`src/hw/sdram_pkg.sv`:
```
package sdram_pkg;

  // {ras_n, cas_n, we_n} as driven on the pins
  typedef enum logic [2:0] {
    cmd_noop = 3'b111,
    cmd_actv = 3'b011,
    cmd_read = 3'b101,
    cmd_wrte = 3'b100,
    cmd_prch = 3'b010,
    cmd_aref = 3'b001
  } sdram_cmd_t;

  // client word address: row 26:15, bank 14:13, column 12:0
  typedef logic [26:0] client_addr_t;

  typedef logic [11:0] row_t;
  typedef logic [1:0]  bank_t;
  typedef logic [12:0] pin_addr_t;    // a10 doubles as the all-banks flag
  typedef logic [13:0] page_t;        // row then bank
  typedef logic [31:0] word_t;
  typedef logic [15:0] beat_t;
  typedef logic [3:0]  timer_t;

  localparam timer_t timer_full = '1; // count at rest, next command free to go

  // read or write, the only commands that move data
  function automatic logic is_access(sdram_cmd_t cmd);
    return (cmd == cmd_read) || (cmd == cmd_wrte);
  endfunction

endpackage

```
`src/hw/bank_timer.sv`:
```
`timescale 1ns/1ps

module bank_timer import sdram_pkg::*; #(
  parameter int t_rcd = 3,
  parameter int t_rp  = 3,
  parameter int t_rfc = 15
) (
  input  logic       CLK,
  input  logic       RST,
  input  logic       change_requested,
  input  sdram_cmd_t next_cmd,
  output logic       change_possible,
  output logic       clock_precharge,
  output logic       page_open
);

  // the count climbs to full, so a reload of 16 - t leaves t cycles to wait
  localparam timer_t reload_rcd = timer_t'(16 - t_rcd);
  localparam timer_t reload_rp  = timer_t'(16 - t_rp);
  localparam timer_t reload_rfc = timer_t'(16 - t_rfc);

  sdram_cmd_t last_cmd;
  logic       last_rw;
  timer_t     count;
  timer_t     since_last;    // cycles since the last accepted command
  timer_t     min_gap;
  logic       same_access;
  logic       accepted;

  assign same_access     = last_rw && (next_cmd == last_cmd);
  assign change_possible = (count == timer_full) || same_access;
  assign accepted        = change_requested && change_possible;

  always_ff @(posedge CLK)
  begin
    if (!RST)
    begin
      last_cmd        <= cmd_noop;
      last_rw         <= 1'b0;
      count           <= timer_full;
      clock_precharge <= 1'b0;
      page_open       <= 1'b0;
    end
    else
    begin
      clock_precharge <= 1'b0;
      if (accepted)
      begin
        last_cmd <= next_cmd;
        last_rw  <= is_access(next_cmd);
        // a repeated access restarts the spacing to the next kind of command
        case (next_cmd)
          cmd_actv: count <= reload_rcd;
          cmd_aref: count <= reload_rfc;
          default:  count <= reload_rp;
        endcase
        if (next_cmd == cmd_prch)
        begin
          clock_precharge <= 1'b1;
          page_open       <= 1'b0;
        end
        if (next_cmd == cmd_actv)
          page_open <= 1'b1;
      end
      else if (count != timer_full)
        count <= count + 1'b1;
    end
  end

  // independent gap counter, saturating
  always_ff @(posedge CLK)
  begin
    if (!RST)
      since_last <= timer_full;
    else if (accepted)
      since_last <= '0;
    else if (since_last != timer_full)
      since_last <= since_last + 1'b1;
  end

  always_comb
  begin
    case (last_cmd)
      cmd_actv: min_gap = timer_t'(t_rcd - 1);
      cmd_aref: min_gap = timer_t'(t_rfc - 1);
      default:  min_gap = timer_t'(t_rp - 1);
    endcase
  end

  // a new kind of command waits out the recovery of the previous one
  assert property (@(posedge CLK) disable iff (!RST)
    accepted && !same_access |-> since_last >= min_gap)
  else $error("command accepted before recovery of %s", last_cmd.name());

endmodule

```
`src/hw/command_sequencer.sv`:
```
`timescale 1ns/1ps

module command_sequencer import sdram_pkg::*; (
  input  logic         CLK,
  input  logic         RST,
  input  logic         refresh_strobe,
  input  client_addr_t address_req,
  input  logic         we,
  input  logic         do_act,
  input  logic         change_possible,
  input  logic         clock_precharge,
  input  logic         page_open,
  output sdram_cmd_t   next_cmd,
  output logic         change_requested,
  output logic         command_latched,
  output logic         write_strobe,
  output sdram_cmd_t   sd_cmd,
  output bank_t        sd_ba,
  output pin_addr_t    sd_addr
);

  localparam pin_addr_t prch_all_addr = 13'h0400;   // a10 high, every bank

  sdram_cmd_t   cmd_seq [3];   // slot 0 is offered to the timer
  logic [2:0]   we_seq;
  logic [2:0]   isrow_seq;     // slot carries the row rather than the column
  logic [1:0]   seq_len;       // commands left in the sequence
  client_addr_t addr_lat;
  page_t        page_current;
  logic         refresh_ack;

  logic         refresh_pending;
  logic         accepted;
  logic         page_hit;
  logic         load_access;
  sdram_cmd_t   rw_cmd;
  row_t         row_req;
  bank_t        bank_req;
  row_t         row_lat;
  bank_t        bank_lat;
  pin_addr_t    col_lat;

  assign row_req  = address_req[26:15];
  assign bank_req = address_req[14:13];
  assign row_lat  = addr_lat[26:15];
  assign bank_lat = addr_lat[14:13];
  assign col_lat  = addr_lat[12:0];

  assign refresh_pending = refresh_ack ^ refresh_strobe;   // one toggle, one refresh
  assign rw_cmd          = we ? cmd_wrte : cmd_read;
  assign page_hit        = page_open && ({row_req, bank_req} == page_current);
  assign load_access     = !change_requested && !refresh_pending && do_act;

  assign next_cmd         = cmd_seq[0];
  assign write_strobe     = we_seq[0];
  assign change_requested = (seq_len != 2'd0);
  assign accepted         = change_requested && change_possible;
  assign command_latched  = accepted && is_access(next_cmd);

  always_ff @(posedge CLK)
  begin
    if (!RST)
    begin
      cmd_seq[0]  <= cmd_noop;
      cmd_seq[1]  <= cmd_noop;
      cmd_seq[2]  <= cmd_noop;
      we_seq      <= 3'b000;
      isrow_seq   <= 3'b000;
      seq_len     <= 2'd0;
      refresh_ack <= refresh_strobe;
    end
    else if (change_requested)
    begin
      if (change_possible)
      begin
        cmd_seq[0] <= cmd_seq[1];   // advance the queue
        cmd_seq[1] <= cmd_seq[2];
        cmd_seq[2] <= cmd_noop;
        we_seq     <= {1'b0, we_seq[2:1]};
        isrow_seq  <= {1'b0, isrow_seq[2:1]};
        seq_len    <= seq_len - 2'd1;
      end
    end
    else if (refresh_pending)
    begin
      // refresh beats a waiting client
      refresh_ack <= refresh_strobe;
      cmd_seq[0]  <= cmd_prch;
      cmd_seq[1]  <= cmd_aref;
      cmd_seq[2]  <= cmd_noop;
      we_seq      <= 3'b000;
      isrow_seq   <= 3'b000;
      seq_len     <= 2'd2;
    end
    else if (do_act)
    begin
      if (page_hit)
      begin
        cmd_seq[0] <= rw_cmd;   // row already open
        cmd_seq[1] <= cmd_noop;
        cmd_seq[2] <= cmd_noop;
        we_seq     <= {2'b00, we};
        isrow_seq  <= 3'b000;
        seq_len    <= 2'd1;
      end
      else
      begin
        cmd_seq[0] <= cmd_prch;
        cmd_seq[1] <= cmd_actv;
        cmd_seq[2] <= rw_cmd;
        we_seq     <= {we, 2'b00};
        isrow_seq  <= 3'b010;
        seq_len    <= 2'd3;
      end
    end
  end

  always_ff @(posedge CLK)
  begin
    if (!RST)
    begin
      sd_cmd       <= cmd_noop;
      page_current <= '0;
    end
    else
    begin
      if (clock_precharge)
        page_current <= '0;
      if (accepted)
      begin
        sd_cmd <= next_cmd;
        if (isrow_seq[0])
          page_current <= {row_lat, bank_lat};   // new open page
      end
      else
        sd_cmd <= cmd_noop;
    end
  end

  always_ff @(posedge CLK)
  begin
    if (load_access)
      addr_lat <= address_req;
    if (accepted)
    begin
      sd_ba <= bank_lat;
      if (next_cmd == cmd_prch)
        sd_addr <= prch_all_addr;
      else if (isrow_seq[0])
        sd_addr <= {row_lat[11:10], 1'b0, row_lat[9:0]};
      else
        sd_addr <= col_lat;
    end
  end

  // the client must still be holding its request when the access is taken
  assert property (@(posedge CLK) disable iff (!RST)
    command_latched |-> do_act)
  else $error("command_latched without a held request");

endmodule

```
`src/hw/data_path.sv`:
```
`timescale 1ns/1ps

module data_path import sdram_pkg::*; #(
  parameter int cas_latency = 2
) (
  input  logic       CLK,
  input  logic       RST,
  input  logic       command_latched,
  input  logic       we,
  input  word_t      data_w,
  input  sdram_cmd_t sd_cmd,
  input  beat_t      sd_dq_in,
  output beat_t      sd_dq_out,
  output logic       sd_dq_oe,
  output logic       sd_dm,
  output word_t      data_r,
  output logic       data_r_valid
);

  localparam int track_len = cas_latency + 2;

  word_t                wr_hold;       // word of the last latched write
  beat_t                wr_high;       // upper half, second beat
  logic                 high_pending;
  logic [track_len-1:0] rd_track;      // bit k set k+1 cycles after READ on sd_cmd
  logic                 wr_on_pins;
  logic                 wr_active;

  assign wr_on_pins   = (sd_cmd == cmd_wrte);
  assign wr_active    = wr_on_pins || high_pending;
  assign data_r_valid = rd_track[track_len-1];

  always_ff @(posedge CLK)
  begin
    if (command_latched && we)
      wr_hold <= data_w;
    if (wr_on_pins)
    begin
      sd_dq_out <= wr_hold[15:0];    // low half first
      wr_high   <= wr_hold[31:16];
    end
    else if (high_pending)
      sd_dq_out <= wr_high;
    if (rd_track[cas_latency-1])
      data_r[15:0] <= sd_dq_in;
    if (rd_track[cas_latency])
      data_r[31:16] <= sd_dq_in;
  end

  always_ff @(posedge CLK)
  begin
    if (!RST)
    begin
      high_pending <= 1'b0;
      sd_dq_oe     <= 1'b0;
      sd_dm        <= 1'b1;          // masked while idle
      rd_track     <= '0;
    end
    else
    begin
      high_pending <= wr_on_pins;
      sd_dq_oe     <= wr_active;
      sd_dm        <= !wr_active;
      rd_track     <= {rd_track[track_len-2:0], sd_cmd == cmd_read};
    end
  end

  // a write burst never collides with a read return on the shared bus
  assert property (@(posedge CLK) disable iff (!RST)
    (rd_track[cas_latency-1] || rd_track[cas_latency]) |-> !sd_dq_oe)
  else $error("data pins driven during a read capture");

endmodule

```
`src/hw/sdram_ctrl.sv`:
```
`timescale 1ns/1ps

module sdram_ctrl import sdram_pkg::*; #(
  parameter int t_rcd       = 3,
  parameter int t_rp        = 3,
  parameter int t_rfc       = 15,
  parameter int cas_latency = 2
) (
  input  logic         CLK,
  input  logic         RST,
  input  client_addr_t address_req,
  input  logic         we,
  input  word_t        data_w,
  input  logic         do_act,
  input  logic         refresh_strobe,
  output logic         command_latched,
  output word_t        data_r,
  output logic         data_r_valid,
  output sdram_cmd_t   sd_cmd,
  output bank_t        sd_ba,
  output pin_addr_t    sd_addr,
  output beat_t        sd_dq_out,
  output logic         sd_dq_oe,
  output logic         sd_dm,
  input  beat_t        sd_dq_in
);

  sdram_cmd_t next_cmd;
  logic       change_requested;
  logic       change_possible;
  logic       clock_precharge;
  logic       page_open;
  logic       write_strobe;

  bank_timer #(
    .t_rcd (t_rcd),
    .t_rp  (t_rp),
    .t_rfc (t_rfc)
  ) bank_timer_i (
    .CLK              (CLK),
    .RST              (RST),
    .change_requested (change_requested),
    .next_cmd         (next_cmd),
    .change_possible  (change_possible),
    .clock_precharge  (clock_precharge),
    .page_open        (page_open)
  );

  command_sequencer command_sequencer_i (
    .CLK              (CLK),
    .RST              (RST),
    .refresh_strobe   (refresh_strobe),
    .address_req      (address_req),
    .we               (we),
    .do_act           (do_act),
    .change_possible  (change_possible),
    .clock_precharge  (clock_precharge),
    .page_open        (page_open),
    .next_cmd         (next_cmd),
    .change_requested (change_requested),
    .command_latched  (command_latched),
    .write_strobe     (write_strobe),
    .sd_cmd           (sd_cmd),
    .sd_ba            (sd_ba),
    .sd_addr          (sd_addr)
  );

  // write flag comes from the sequencer slot of the access
  data_path #(
    .cas_latency (cas_latency)
  ) data_path_i (
    .CLK             (CLK),
    .RST             (RST),
    .command_latched (command_latched),
    .we              (write_strobe),
    .data_w          (data_w),
    .sd_cmd          (sd_cmd),
    .sd_dq_in        (sd_dq_in),
    .sd_dq_out       (sd_dq_out),
    .sd_dq_oe        (sd_dq_oe),
    .sd_dm           (sd_dm),
    .data_r          (data_r),
    .data_r_valid    (data_r_valid)
  );

endmodule

```
`config.mk`:
```
export PLATFORM = sky130hd
export DESIGN_NAME = sdram_ctrl
export DESIGN_NICKNAME = d
export VERILOG_FILES = /design/src/hw/sdram_pkg.sv /design/src/hw/bank_timer.sv /design/src/hw/command_sequencer.sv /design/src/hw/data_path.sv /design/src/hw/sdram_ctrl.sv
export SDC_FILE = /design/constraint.sdc
export NUM_CORES = 1
export LEC_CHECK = 0
export BUFFER_PORTS_ARGS = -buffer_cell sky130_fd_sc_hd__buf_4
export CELL_PAD_IN_SITES_DETAIL_PLACEMENT = 2
export CELL_PAD_IN_SITES_GLOBAL_PLACEMENT = 2
export CORE_UTILIZATION = 38
export CTS_BUF_LIST = sky130_fd_sc_hd__clkbuf_16
export CTS_CLUSTER_DIAMETER = 60
export CTS_CLUSTER_SIZE = 16
export DETAILED_ROUTE_END_ITERATION = 12
export MAX_ROUTING_LAYER = met4
export PLACE_DENSITY_LB_ADDON = 0.1
export RECOVER_POWER = 50
export SYNTH_ARGS = -nofsm -noshare
export SYNTH_HDL_FRONTEND = slang
export SYNTH_SLANG_ARGS = --single-unit
```
`constraint.sdc`:
```
create_clock -name CLK -period 3.77 [get_ports CLK]
set_clock_uncertainty 0.05 [all_clocks]
set_input_delay 0.754 -clock CLK [delete_from_list [all_inputs] [get_ports CLK]]
set_output_delay 0.754 -clock CLK [all_outputs]
set_load 0.01 [all_outputs]
```
==> results_tabular.tex, run 1 <==
\begin{tabular}{lr}
\hline
Metric & Value \\
\hline
\multicolumn{2}{l}{\textbf{Run status}} \\
Run status & finished with violations \\
Violated checks & max-capacitance violations, max-slew violations \\
\multicolumn{2}{l}{\textbf{Worst setup path}} \\
Origin of the critical flop-to-flop path & bank\_timer\_i.count[0]\$\_SDFFE\_PN1P\_ \\
Startpoint-to-endpoint class of the critical path & reg2out \\
Critical-path maximum fanout & 16 \\
Endpoint class of the critical path & output pin \\
Critical register-to-register path endpoint & data\_path\_i.wr\_hold[9]\$\_DFFE\_PP\_ \\
Nature of the critical path startpoint & register \\
Reg2reg setup slack & 0.96 ns \\
Data arrival time of the worst path & 2.44 ns \\
Worst reg2reg path depth & 8 \\
Required time of the worst setup path & 2.97 ns \\
\multicolumn{2}{l}{\textbf{Power}} \\
Clock network fraction of design power & 37.3\% \\
Pwr Density & 610 nW/um\^{}2 \\
Sw frac & 27.2\% \\
Static leakage & 2.83 nW \\
Worst vdd rail ir drop & 0.315 mV \\
Share of power burned in combinational logic & 13.6\% \\
Total internal power & 3.74 mW \\
Switching Power & 1.40 mW \\
Sequential cell fraction of total power & 49.1\% \\
\multicolumn{2}{l}{\textbf{Timing}} \\
Final number of hold-violating endpoints & 0 \\
Setup repair after global routing missed its margin & false \\
Final period demand of the worst path & 3.25 ns \\
Setup TNS & 0 ns \\
Worst relative slew slack & -29.1\% \\
Final critical-path setup slack & 0.522 ns \\
Slew at the pin with the worst max-slew slack & 1.94 ns \\
Slew Viols, Final & 44 \\
Fmax & 0.308 GHz \\
Final setup violating endpoints & 0 \\
Final cycle utilization of the critical path & 86.1\% \\
\multicolumn{2}{l}{\textbf{Global route}} \\
First-pass GRT wire length & 26600 um \\
Overall Global Routing Usage & 20.9\% \\
Via count of the first global-routing pass & 4402 \\
Maximum number of pins on one net before global-route repair & 44 \\
Number of antenna violations at the first check in global routing & 1 \\
Grt total ovfl & 0 \\
\multicolumn{2}{l}{\textbf{Detailed routing}} \\
Starting DRC count in detailed routing & 204 \\
Total wire length & 17600 um \\
DR vias & 3989 \\
Count of unresolved DRC violations after routing & 0 \\
Post-detailed-route count of antenna-violating nets & 0 \\
Average wire per standard cell & 21.8 um \\
DR vias/cell & 4.93 \\
1st-pass router iterations & 4 \\
\multicolumn{2}{l}{\textbf{Placed design}} \\
Placed Cells & 775 \\
Final GP Congestion & 0.753 \\
Count of input and output buffers & 149 \\
Placement Setup Slack & 0.947 ns \\
DP HPWL & 11900 um \\
\multicolumn{2}{l}{\textbf{Logic synthesis}} \\
Post-synthesis area per instance & 16.3 um\^{}2 \\
Syn Std Cell Area & 6740 um\^{}2 \\
Proportion of synthesized chip area in sequential cells & 77.7\% \\
Most common cell in the synthesized netlist & edfxtp\_1 \\
Number of warnings reported in the yosys synthesis log & 0 \\
Ranking of synthesized cells by area & edfxtp\_1, dfxtp\_1, mux2\_2 \\
Largest area contributor in the netlist & edfxtp\_1 \\
Most frequent cells after synthesis & edfxtp\_1, dfxtp\_1, nor2\_1 \\
Most common flop cell mapped by yosys & edfxtp\_1 \\
Yosys top cell area share & 65.5\% \\
Number of instances in the synthesized netlist & 413 \\
Unique cell type count in the Yosys netlist & 44 \\
Number of register bits inferred by synthesis & 188 \\
Number of synthesized flops with an enable pin & 147 \\
Synth async-reset ratio & 0\% \\
Number of nets produced by synthesis & 494 \\
\multicolumn{2}{l}{\textbf{CTS}} \\
Clock slew seen by the registers of the worst setup and hold paths & 0.07 ns \\
CTS tree & done \\
Deepest clock path buffer count & 2 \\
Number of buffers added for setup after CTS & 0 \\
Post-CTS Hold Fix Bufs & 0 \\
Root cell of the clock tree & clkbuf\_16 \\
Gates resized, CTS repair & 0 \\
Clock Sink Count & 188 \\
Clock network latency to the later pin of the worst-skew pair & 0.44 ns \\
H-Tree Depth & 4 \\
Number of buffers created by CTS & 17 \\
\multicolumn{2}{l}{\textbf{Finish}} \\
Number of nets in the finished design & 650 \\
Syn-to-layout area delta & 25.1\% \\
Non-filler instance count after layout & 809 \\
Fraction of layout cells with a size suffix above 1 & 22.9\% \\
Finished Core Util & 48.7\% \\
\multicolumn{2}{l}{\textbf{Hold path}} \\
Hold Crit Endpoint & data\_path\_i.wr\_high[1]\$\_DFFE\_PP\_ \\
Path type of the worst min-delay path & reg2reg \\
Worst hold path depth & 0 \\
HP Start & data\_path\_i.wr\_hold[17]\$\_DFFE\_PP\_ \\
\multicolumn{2}{l}{\textbf{Job}} \\
Maxcap violations & 1 \\
\multicolumn{2}{l}{\textbf{Die}} \\
I/O Pins & 150 \\
Number of cell rows & 48 \\
Initial Util & 39.0\% \\
Full die area & 18300 um\^{}2 \\
Vert. Die Dim & 135 um \\
Core region area & 17300 um\^{}2 \\
Horiz. Die Dim & 135 um \\
\hline
\end{tabular}
## kinds of logic after synthesis
family	count (synthesis)	share of synthesized area, %
mux	29	4.61
xor+xnor	21	2.73
simple gates	108	8.56
buf+inv	25	1.89
flops	188	77.7
compound gates	41	4.33
fa+ha+maj	1	0.186
## through the flow
stage	hold WS, ns	area, um^2	total power [mW]
after CTS	0.369	8720	5.25
after floorplan	0.350	6740	2.99
after detailed placement	0.362	8090	3.31
after global placement	0.351	8090	3.27
after global routing	0.378	8430	5.35
final	0.373	8430	5.14
## per-layer routing
metal  part of all wire (%)  up-vias  wire [um]  GRT usage (%)
met5                      0        -          0              -
li1                       -     1846          -              -
met3                    5.7       23       1010           5.50
met1                     42     1999       7490           25.1
met4                    1.4        0        238           6.12
met2                     50      121       8890           34.5
## sequential cells by signal, indices dropped and copies added (netlist names), 2 cells and up
register,cells
data_path_i.data_r,32
data_path_i.wr_hold,32
command_sequencer_i.isrow_seq,2
command_sequencer_i.seq_len,2
data_path_i.rd_track,4
command_sequencer_i.page_current,14
command_sequencer_i.sd_addr,13
data_path_i.sd_dq_out,16
command_sequencer_i.addr_lat,27
command_sequencer_i.sd_cmd,3
data_path_i.wr_high,16
bank_timer_i.last_cmd,3
command_sequencer_i.sd_ba,2
bank_timer_i.count,4
command_sequencer_i.we_seq,3
command_sequencer_i.cmd_seq,8
## layout make-up
cell class,instances,area [um^2]
multi-input cells,200,1380
flip-flops and latches,188,5240
diodes,2,5.00
inverters,7,31.3
clock buffers,17,425
clock inverters,15,198
fillers,1683,8870
well taps,225,282
repair buffers,155,867
## power groups by stage
stage,clock network (mW),registers (mW),logic [mW]
detailed placement,0,2.57,0.736
global route,2.02,2.55,0.778
CTS,1.96,2.53,0.756
global placement,0,2.56,0.708
finish,1.92,2.53,0.699
floorplan,0,2.56,0.428
## critical path, cell delays in order (launching register included)
cell     delay [ns]
dfxtp_1        0.38
ha_1           0.20
and3_1         0.26
a41oi_2        0.09
or2_1          0.25
buf_4          0.20
nor3b_1        0.43
buf_4          0.21
## cells in the final DEF (no fill, tap or decap), types with 3 or more instances in the layout
cell         n
a21boi_0    18
a21oi_1      3
and2_1       4
and3_1       4
buf_4       27
bufinv_16    3
clkbuf_1    79
clkbuf_16   17
clkbuf_4    49
dfxtp_1     41
edfxtp_1   147
inv_1        6
inv_6        6
inv_8        3
mux2_2      16
mux2i_1     13
nand2_1     18
nand3_1     21
nand3b_1    14
nand4_1      3
nor2_1      23
nor3_1       3
o21ai_0      8
or2_2        4
xnor2_1     19
## worst max-delay path by stage
stage                                                               start                                 to  slack [ns]  cells after the start
after CTS                              bank_timer_i.count[0]$_SDFFE_PN1P_                    command_latched        0.46                      7
final                                  bank_timer_i.count[0]$_SDFFE_PN1P_                    command_latched        0.52                      7
after floorplan           command_sequencer_i.cmd_seq[0][0]$_SDFFCE_PP0P_   data_path_i.wr_hold[0]$_DFFE_PP_        0.84                      6
after global placement    command_sequencer_i.cmd_seq[0][0]$_SDFFCE_PP0P_  data_path_i.wr_hold[24]$_DFFE_PP_         1.0                      7
after detailed placement               bank_timer_i.count[0]$_SDFFE_PN1P_  data_path_i.wr_hold[24]$_DFFE_PP_        0.95                      8
after global routing      command_sequencer_i.cmd_seq[0][0]$_SDFFCE_PP0P_                    command_latched        0.36                      6
No activity file was read; power rests on OpenSTA's default activity.
==> inputs of run 2 (changes only) <==
--- a/config.mk
+++ b/config.mk
@@ -18,4 +18,5 @@
 export RECOVER_POWER = 50
 export SYNTH_ARGS = -nofsm -noshare
 export SYNTH_HDL_FRONTEND = slang
+export SYNTH_HIERARCHICAL = 1
 export SYNTH_SLANG_ARGS = --single-unit
==> results_tabular.tex, run 2 <==
\begin{tabular}{lr}
\hline
Metric & Value \\
\hline
\multicolumn{2}{l}{\textbf{Run status}} \\
Run status & finished with violations (unchanged) \\
Violated checks & max-capacitance violations, max-slew violations (unchanged) \\
\multicolumn{2}{l}{\textbf{Logic synthesis}} \\
Proportion of synthesized chip area in sequential cells & 77.1\% (was 77.7\%) \\
Yosys top cell area share & 65.0\% (was 65.5\%) \\
Syn Std Cell Area & 6790 um\^{}2 (was 6740 um\^{}2) \\
Number of register bits inferred by synthesis & 188 (unchanged) \\
Post-synthesis area per instance & 16.5 um\^{}2 (was 16.3 um\^{}2) \\
Most common cell in the synthesized netlist & edfxtp\_1 (unchanged) \\
Number of instances in the synthesized netlist & 411 (was 413) \\
Ranking of synthesized cells by area & edfxtp\_1, dfxtp\_1, mux2\_2 (unchanged) \\
Number of nets produced by synthesis & 492 (was 494) \\
Largest area contributor in the netlist & edfxtp\_1 (unchanged) \\
Most common flop cell mapped by yosys & edfxtp\_1 (unchanged) \\
Most frequent cells after synthesis & edfxtp\_1, dfxtp\_1, nor2\_1 (unchanged) \\
Number of warnings reported in the yosys synthesis log & 6 (was 0) \\
Number of synthesized flops with an enable pin & 147 (unchanged) \\
Synth async-reset ratio & 0\% (unchanged) \\
Unique cell type count in the Yosys netlist & 53 (was 44) \\
\multicolumn{2}{l}{\textbf{Power}} \\
Pwr Density & 582 nW/um\^{}2 (was 610 nW/um\^{}2) \\
Static leakage & 2.93 nW (was 2.83 nW) \\
Worst vdd rail ir drop & 0.319 mV (was 0.315 mV) \\
\multicolumn{2}{l}{\textbf{Finish}} \\
Register area & 5240 um\^{}2 (unchanged) \\
Fraction of layout cells with a size suffix above 1 & 27.3\% (was 22.9\%) \\
Leading cell type in the layout, fill and taps excluded & edfxtp\_1 (unchanged) \\
Syn-to-layout area delta & 24.6\% (was 25.1\%) \\
Filler cell count & 1670 (was 1683) \\
Highest-count cells in the layout ignoring fill and taps & edfxtp\_1, clkbuf\_1, clkbuf\_4 (unchanged) \\
Biggest registers after layout & data\_path\_i/data\_r: 32 flops, data\_path\_i/wr\_hold: 32 flops, command\_sequencer\_i/addr\_lat: 27 flops (was data\_path\_i.data\_r: 32 flops, data\_path\_i.wr\_hold: 32 flops, command\_sequencer\_i.addr\_lat: 27 flops) \\
Number of nets in the finished design & 648 (was 650) \\
Area of the multi-input gates & 1400 um\^{}2 (was 1380 um\^{}2) \\
Post-Layout Inst Area & 8460 um\^{}2 (was 8430 um\^{}2) \\
\multicolumn{2}{l}{\textbf{Global route}} \\
First-pass GRT wire length & 26000 um (was 26600 um) \\
Overall Global Routing Usage & 20.3\% (was 20.9\%) \\
Via count of the first global-routing pass & 4306 (was 4402) \\
Maximum number of pins on one net before global-route repair & 36 (was 44) \\
Grt total ovfl & 0 (unchanged) \\
Number of antenna violations at the first check in global routing & 0 (was 1) \\
\multicolumn{2}{l}{\textbf{CTS}} \\
Post-CTS Hold Fix Bufs & 0 (unchanged) \\
Gates resized, CTS repair & 0 (unchanged) \\
Clock Sink Count & 188 (unchanged) \\
Clock network latency to the later pin of the worst-skew pair & 0.42 ns (was 0.44 ns) \\
Root cell of the clock tree & clkbuf\_16 (unchanged) \\
H-Tree Depth & 4 (unchanged) \\
Deepest clock path buffer count & 2 (unchanged) \\
Clock slew seen by the registers of the worst setup and hold paths & 0.07 ns (about the same) \\
Number of buffers created by CTS & 17 (unchanged) \\
Number of buffers added for setup after CTS & 0 (unchanged) \\
CTS tree & done (unchanged) \\
\multicolumn{2}{l}{\textbf{Detailed routing}} \\
Starting DRC count in detailed routing & 183 (was 204) \\
DR vias & 3924 (was 3989) \\
Average wire per standard cell & 21.3 um (was 21.8 um) \\
DR vias/cell & 4.87 (was 4.93) \\
1st-pass router iterations & 4 (unchanged) \\
Post-detailed-route count of antenna-violating nets & 0 (unchanged) \\
Total wire length & 17200 um (was 17600 um) \\
Count of unresolved DRC violations after routing & 0 (unchanged) \\
\multicolumn{2}{l}{\textbf{Timing}} \\
Final period demand of the worst path & 3.47 ns (was 3.25 ns) \\
Worst relative slew slack & -33.9\% (was -29.1\%) \\
Slew at the pin with the worst max-slew slack & 2.01 ns (was 1.94 ns) \\
Final number of hold-violating endpoints & 0 (unchanged) \\
Slew Viols, Final & 36 (was 44) \\
Final cycle utilization of the critical path & 92.1\% (was 86.1\%) \\
Final setup violating endpoints & 0 (unchanged) \\
Setup TNS & 0 ns (unchanged) \\
Fmax & 0.288 GHz (was 0.308 GHz) \\
Setup repair after global routing missed its margin & false (unchanged) \\
\multicolumn{2}{l}{\textbf{Worst setup path}} \\
Data arrival time of the worst path & 2.67 ns (was 2.44 ns) \\
Max stage delay cell, worst path & o41a\_4 (was nor3b\_1) \\
Endpoint class of the critical path & output pin (unchanged) \\
Startpoint-to-endpoint class of the critical path & reg2out (unchanged) \\
Nature of the critical path startpoint & register (unchanged) \\
Required time of the worst setup path & 2.97 ns (about the same) \\
Largest delay contributor family on the critical path & simple AND/OR/NAND/NOR gates (unchanged) \\
Worst path max stage delay & 0.54 ns (was 0.43 ns) \\
Buf/Inv on CP & 2 (unchanged) \\
List of cells traversed by the critical path & xor2\_1 > o41a\_4 > clkinv\_2 > nand2\_1 > nor3b\_1 > buf\_4 (was ha\_1 > and3\_1 > a41oi\_2 > or2\_1 > buf\_4 > nor3b\_1 > buf\_4) \\
Critical-path maximum fanout & 12 (was 16) \\
\multicolumn{2}{l}{\textbf{Placed design}} \\
Final GP Congestion & 0.725 (was 0.753) \\
DP HPWL & 11300 um (was 11900 um) \\
Area post-placement & 8120 um\^{}2 (was 8090 um\^{}2) \\
Count of input and output buffers & 149 (unchanged) \\
\multicolumn{2}{l}{\textbf{Die}} \\
Vert. Die Dim & 136 um (was 135 um) \\
I/O Pins & 150 (unchanged) \\
Number of cell rows & 48 (unchanged) \\
Initial Util & 39.1\% (was 39.0\%) \\
Horiz. Die Dim & 136 um (was 135 um) \\
Full die area & 18400 um\^{}2 (was 18300 um\^{}2) \\
Core region area & 17400 um\^{}2 (was 17300 um\^{}2) \\
\multicolumn{2}{l}{\textbf{Hold path}} \\
Path type of the worst min-delay path & reg2reg (unchanged) \\
\multicolumn{2}{l}{\textbf{Job}} \\
Maxcap violations & 1 (unchanged) \\
\hline
\end{tabular}
## run 2: changes by cell type after synthesis, sizes merged, moves of 10 or more
cell and change:
nand3 -10, a21oi +15, nand3b -14, a21boi -16
nand2 -10, nor2 +10, nor3b +15
## run 2: area by class of cell
| cell class | instances | share of cell area (%) |
|---|---|---|
| sequential | 188 | 61.9 |
| multi-input combinational | 196 | 16.5 |
| timing repair buffer | 154 | 11.0 |
| clock buffer | 17 | 5.03 |
| tap | 225 | 3.33 |
| clock inverter | 14 | 1.73 |
| inverter | 10 | 0.458 |
| antenna | 1 | 0.0296 |
## run 2: metal layers
metal	routed length (um)	vias up	track usage, %
met4	225	0	7.37
met1	7330	1967	24.6
li1	-	1848	-
met3	812	16	4.00
met5	0	-	-
met2	8800	93	33.7
## run 2: metrics by stage
step	total power, mW	hold slack, ns	cells	utilization (%)	setup slack [ns]
detailed placement	3.27	0.355	773	46.8	0.698
CTS	5.03	0.374	804	50.1	0.287
global route	5.14	0.389	804	48.7	0.176
global placement	3.22	0.352	773	46.8	0.867
finish	4.93	0.374	805	48.7	0.298
floorplan	2.97	0.350	411	-	0.637
## run 2: power by group
group          leakage, nW  internal, mW  switching, mW
Combinational        0.995         0.233          0.441
Clock                0.277         0.974          0.763
Sequential            1.66          2.42         0.0910
Total                 2.93          3.63           1.30
## run 2: final timing paths
path | startpoint | endpoint | slack [ns] | depth (start not counted)
min | data_path_i/wr_hold[29]$_DFFE_PP_ | data_path_i/wr_high[13]$_DFFE_PN_ | 0.37 | 0
max reg2reg | command_sequencer_i/sd_cmd[2]$_SDFF_PN1_ | data_path_i/sd_dq_out[9]$_DFFE_PP_ | 0.66 | 3
max | command_sequencer_i/cmd_seq[0][1]$_SDFFCE_PP1P_ | command_latched | 0.30 | 6
min reg2reg | data_path_i/wr_hold[29]$_DFFE_PP_ | data_path_i/wr_high[13]$_DFFE_PN_ | 0.37 | 0
## run 2: cell families (layout without fill, tap and decap cells)
logic type | Yosys count | after routing | share of synthesized area [%]
AOI/OAI and AO/OA | 49 | 49 | 4.96
xor gates and xnor gates | 21 | 21 | 2.71
adders and majority gates | 1 | 1 | 0.184
buffers and inverters | 27 | 195 | 2.27
DFF | 188 | 188 | 77.1
muxes | 30 | 30 | 4.72
other | 0 | 1 | 0
and+or+nand+nor | 95 | 95 | 8.09
==> inputs of run 3 (changes only) <==
--- a/config.mk
+++ b/config.mk
@@ -8,7 +8,7 @@
 export BUFFER_PORTS_ARGS = -buffer_cell sky130_fd_sc_hd__buf_4
 export CELL_PAD_IN_SITES_DETAIL_PLACEMENT = 2
 export CELL_PAD_IN_SITES_GLOBAL_PLACEMENT = 2
-export CORE_UTILIZATION = 38
+export CORE_UTILIZATION = 24
 export CTS_BUF_LIST = sky130_fd_sc_hd__clkbuf_16
 export CTS_CLUSTER_DIAMETER = 60
 export CTS_CLUSTER_SIZE = 16
==> results_tabular.tex, run 3 (synthesized netlist as in run 2, its figures left out) <==
\begin{tabular}{lr}
\hline
Metric & Value \\
\hline
\multicolumn{2}{l}{\textbf{Timing}} \\
Final number of hold-violating endpoints & 0 (unchanged) \\
Final critical-path setup slack & 0.455 ns (was 0.298 ns) \\
Final setup violating endpoints & 0 (unchanged) \\
Final period demand of the worst path & 3.31 ns (was 3.47 ns) \\
Fmax & 0.302 GHz (was 0.288 GHz) \\
Slew Viols, Final & 36 (unchanged) \\
Setup TNS & 0 ns (unchanged) \\
Setup repair after global routing missed its margin & false (unchanged) \\
Worst relative slew slack & -30.1\% (was -33.9\%) \\
Slew at the pin with the worst max-slew slack & 1.95 ns (was 2.01 ns) \\
Worst Hold Slack & 0.373 ns (was 0.374 ns) \\
Final cycle utilization of the critical path & 87.9\% (was 92.1\%) \\
\multicolumn{2}{l}{\textbf{Finish}} \\
Finished Core Util & 31.7\% (was 48.7\%) \\
Highest-count cells in the layout ignoring fill and taps & edfxtp\_1, buf\_4, clkbuf\_4 (was edfxtp\_1, clkbuf\_1, clkbuf\_4) \\
Fraction of layout cells with a size suffix above 1 & 31.8\% (was 27.3\%) \\
Biggest registers after layout & data\_path\_i/data\_r: 32 flops, data\_path\_i/wr\_hold: 32 flops, command\_sequencer\_i/addr\_lat: 27 flops (unchanged) \\
Leading cell type in the layout, fill and taps excluded & edfxtp\_1 (unchanged) \\
Post-Layout Inst Area & 8810 um\^{}2 (was 8460 um\^{}2) \\
Number of nets in the finished design & 650 (was 648) \\
Syn-to-layout area delta & 29.7\% (was 24.6\%) \\
\multicolumn{2}{l}{\textbf{Placed design}} \\
Placement Setup Slack & 0.821 ns (was 0.698 ns) \\
Area post-placement & 8330 um\^{}2 (was 8120 um\^{}2) \\
DP HPWL & 11500 um (was 11300 um) \\
Count of input and output buffers & 149 (unchanged) \\
Final GP Congestion & 0.711 (was 0.725) \\
\multicolumn{2}{l}{\textbf{Run status}} \\
Violated checks & max-capacitance violations, max-slew violations (unchanged) \\
Run status & finished with violations (unchanged) \\
\multicolumn{2}{l}{\textbf{CTS}} \\
Gates resized, CTS repair & 0 (unchanged) \\
Clock slew seen by the registers of the worst setup and hold paths & 0.07 ns (about the same) \\
Clock Sink Count & 188 (unchanged) \\
Root cell of the clock tree & clkbuf\_16 (unchanged) \\
Number of buffers added for setup after CTS & 0 (unchanged) \\
Number of buffers created by CTS & 17 (unchanged) \\
Deepest clock path buffer count & 2 (unchanged) \\
CTS tree & done (unchanged) \\
H-Tree Depth & 4 (unchanged) \\
Clock network latency to the later pin of the worst-skew pair & 0.42 ns (about the same) \\
Post-CTS Hold Fix Bufs & 0 (unchanged) \\
\multicolumn{2}{l}{\textbf{Global route}} \\
Maximum number of pins on one net before global-route repair & 36 (unchanged) \\
First-pass GRT wire length & 25500 um (was 26000 um) \\
Grt total ovfl & 0 (unchanged) \\
Via count of the first global-routing pass & 4274 (was 4306) \\
Number of antenna violations at the first check in global routing & 2 (was 0) \\
Overall Global Routing Usage & 12.3\% (was 20.3\%) \\
\multicolumn{2}{l}{\textbf{Detailed routing}} \\
Post-detailed-route count of antenna-violating nets & 0 (unchanged) \\
Average wire per standard cell & 17.3 um (was 21.3 um) \\
1st-pass router iterations & 4 (unchanged) \\
Count of unresolved DRC violations after routing & 0 (unchanged) \\
DR vias & 3956 (was 3924) \\
DR vias/cell & 4.11 (was 4.87) \\
Starting DRC count in detailed routing & 192 (was 183) \\
Total wire length & 16700 um (was 17200 um) \\
\multicolumn{2}{l}{\textbf{Worst setup path}} \\
Startpoint-to-endpoint class of the critical path & reg2out (unchanged) \\
Critical-path maximum fanout & 12 (unchanged) \\
Nature of the critical path startpoint & register (unchanged) \\
Required time of the worst setup path & 2.97 ns (about the same) \\
Reg2reg setup slack & 0.70 ns (was 0.66 ns) \\
Data arrival time of the worst path & 2.51 ns (was 2.67 ns) \\
Endpoint class of the critical path & output pin (unchanged) \\
\multicolumn{2}{l}{\textbf{Power}} \\
Static leakage & 3.05 nW (was 2.93 nW) \\
Worst vdd rail ir drop & 0.230 mV (was 0.319 mV) \\
Pwr Density & 580 nW/um\^{}2 (was 582 nW/um\^{}2) \\
\multicolumn{2}{l}{\textbf{Die}} \\
Horiz. Die Dim & 170 um (was 136 um) \\
Core region area & 27800 um\^{}2 (was 17400 um\^{}2) \\
Vert. Die Dim & 170 um (was 136 um) \\
Full die area & 29000 um\^{}2 (was 18400 um\^{}2) \\
Number of cell rows & 61 (was 48) \\
I/O Pins & 150 (unchanged) \\
Initial Util & 24.4\% (was 39.1\%) \\
\multicolumn{2}{l}{\textbf{Hold path}} \\
Path type of the worst min-delay path & reg2reg (unchanged) \\
\multicolumn{2}{l}{\textbf{Job}} \\
Maxcap violations & 1 (unchanged) \\
\hline
\end{tabular}
==> run 3: cell types whose count changed in the layout (fill, tap and decap cells not counted), moves of 4 or more <==
cell,change
buf_4,+18
clkbuf_1,-24
clkbuf_4,+8
clkinv_4,-4
inv_8,+6
==> run 3: power by group <==
| group | leakage [nW] | total (mW) | switching [mW] | internal [mW] |
|---|---|---|---|---|
| combinational | 1.09 | 0.682 | 0.428 | 0.254 |
| clock | 0.306 | 1.91 | 0.882 | 1.02 |
| sequential | 1.66 | 2.52 | 0.0939 | 2.42 |
==> run 3: through the flow <==
step	instances	power, mW
CTS	960	5.22
global placement	928	3.25
detailed placement	928	3.29
global route	962	5.37
finish	962	5.10
floorplan	411	2.97
==> run 3: routing by layer <==
metal  track usage [%]  up-vias  part of all wire, %
met5                 -        -                    0
met4              4.11        0                  1.1
met3              2.72       15                  4.2
met2              19.5       89                   48
met1              15.5     1999                   46
li1                  -     1853                    -
==> run 3: layout make-up <==
class | count | area [um^2]
antenna | 2 | 5.00
inverter | 10 | 38.8
multi-input combinational | 196 | 1390
sequential | 188 | 5240
clock inverter | 15 | 199
timing repair buffer | 156 | 1040
fill | 2984 | 19000
tap | 378 | 473
clock buffer | 17 | 425
==> run 3: worst paths after layout <==
kind,start,cells past startpoint,endpoint
max,command_sequencer_i/cmd_seq[0][2]$_SDFFCE_PP0P_,6,command_latched
min,data_path_i/wr_hold[20]$_DFFE_PP_,0,data_path_i/wr_high[4]$_DFFE_PN_
min reg2reg,data_path_i/wr_hold[20]$_DFFE_PP_,0,data_path_i/wr_high[4]$_DFFE_PN_
max reg2reg,command_sequencer_i/sd_cmd[2]$_SDFF_PN1_,3,data_path_i/sd_dq_out[9]$_DFFE_PP_
==> run 3: critical path, cell delays in order (launching register included) <==
cell      delay (ns)
edfxtp_1        0.54
xor2_1          0.21
o41a_4          0.50
clkinv_2        0.16
nand2_1         0.15
nor3b_1         0.33
buf_4           0.19
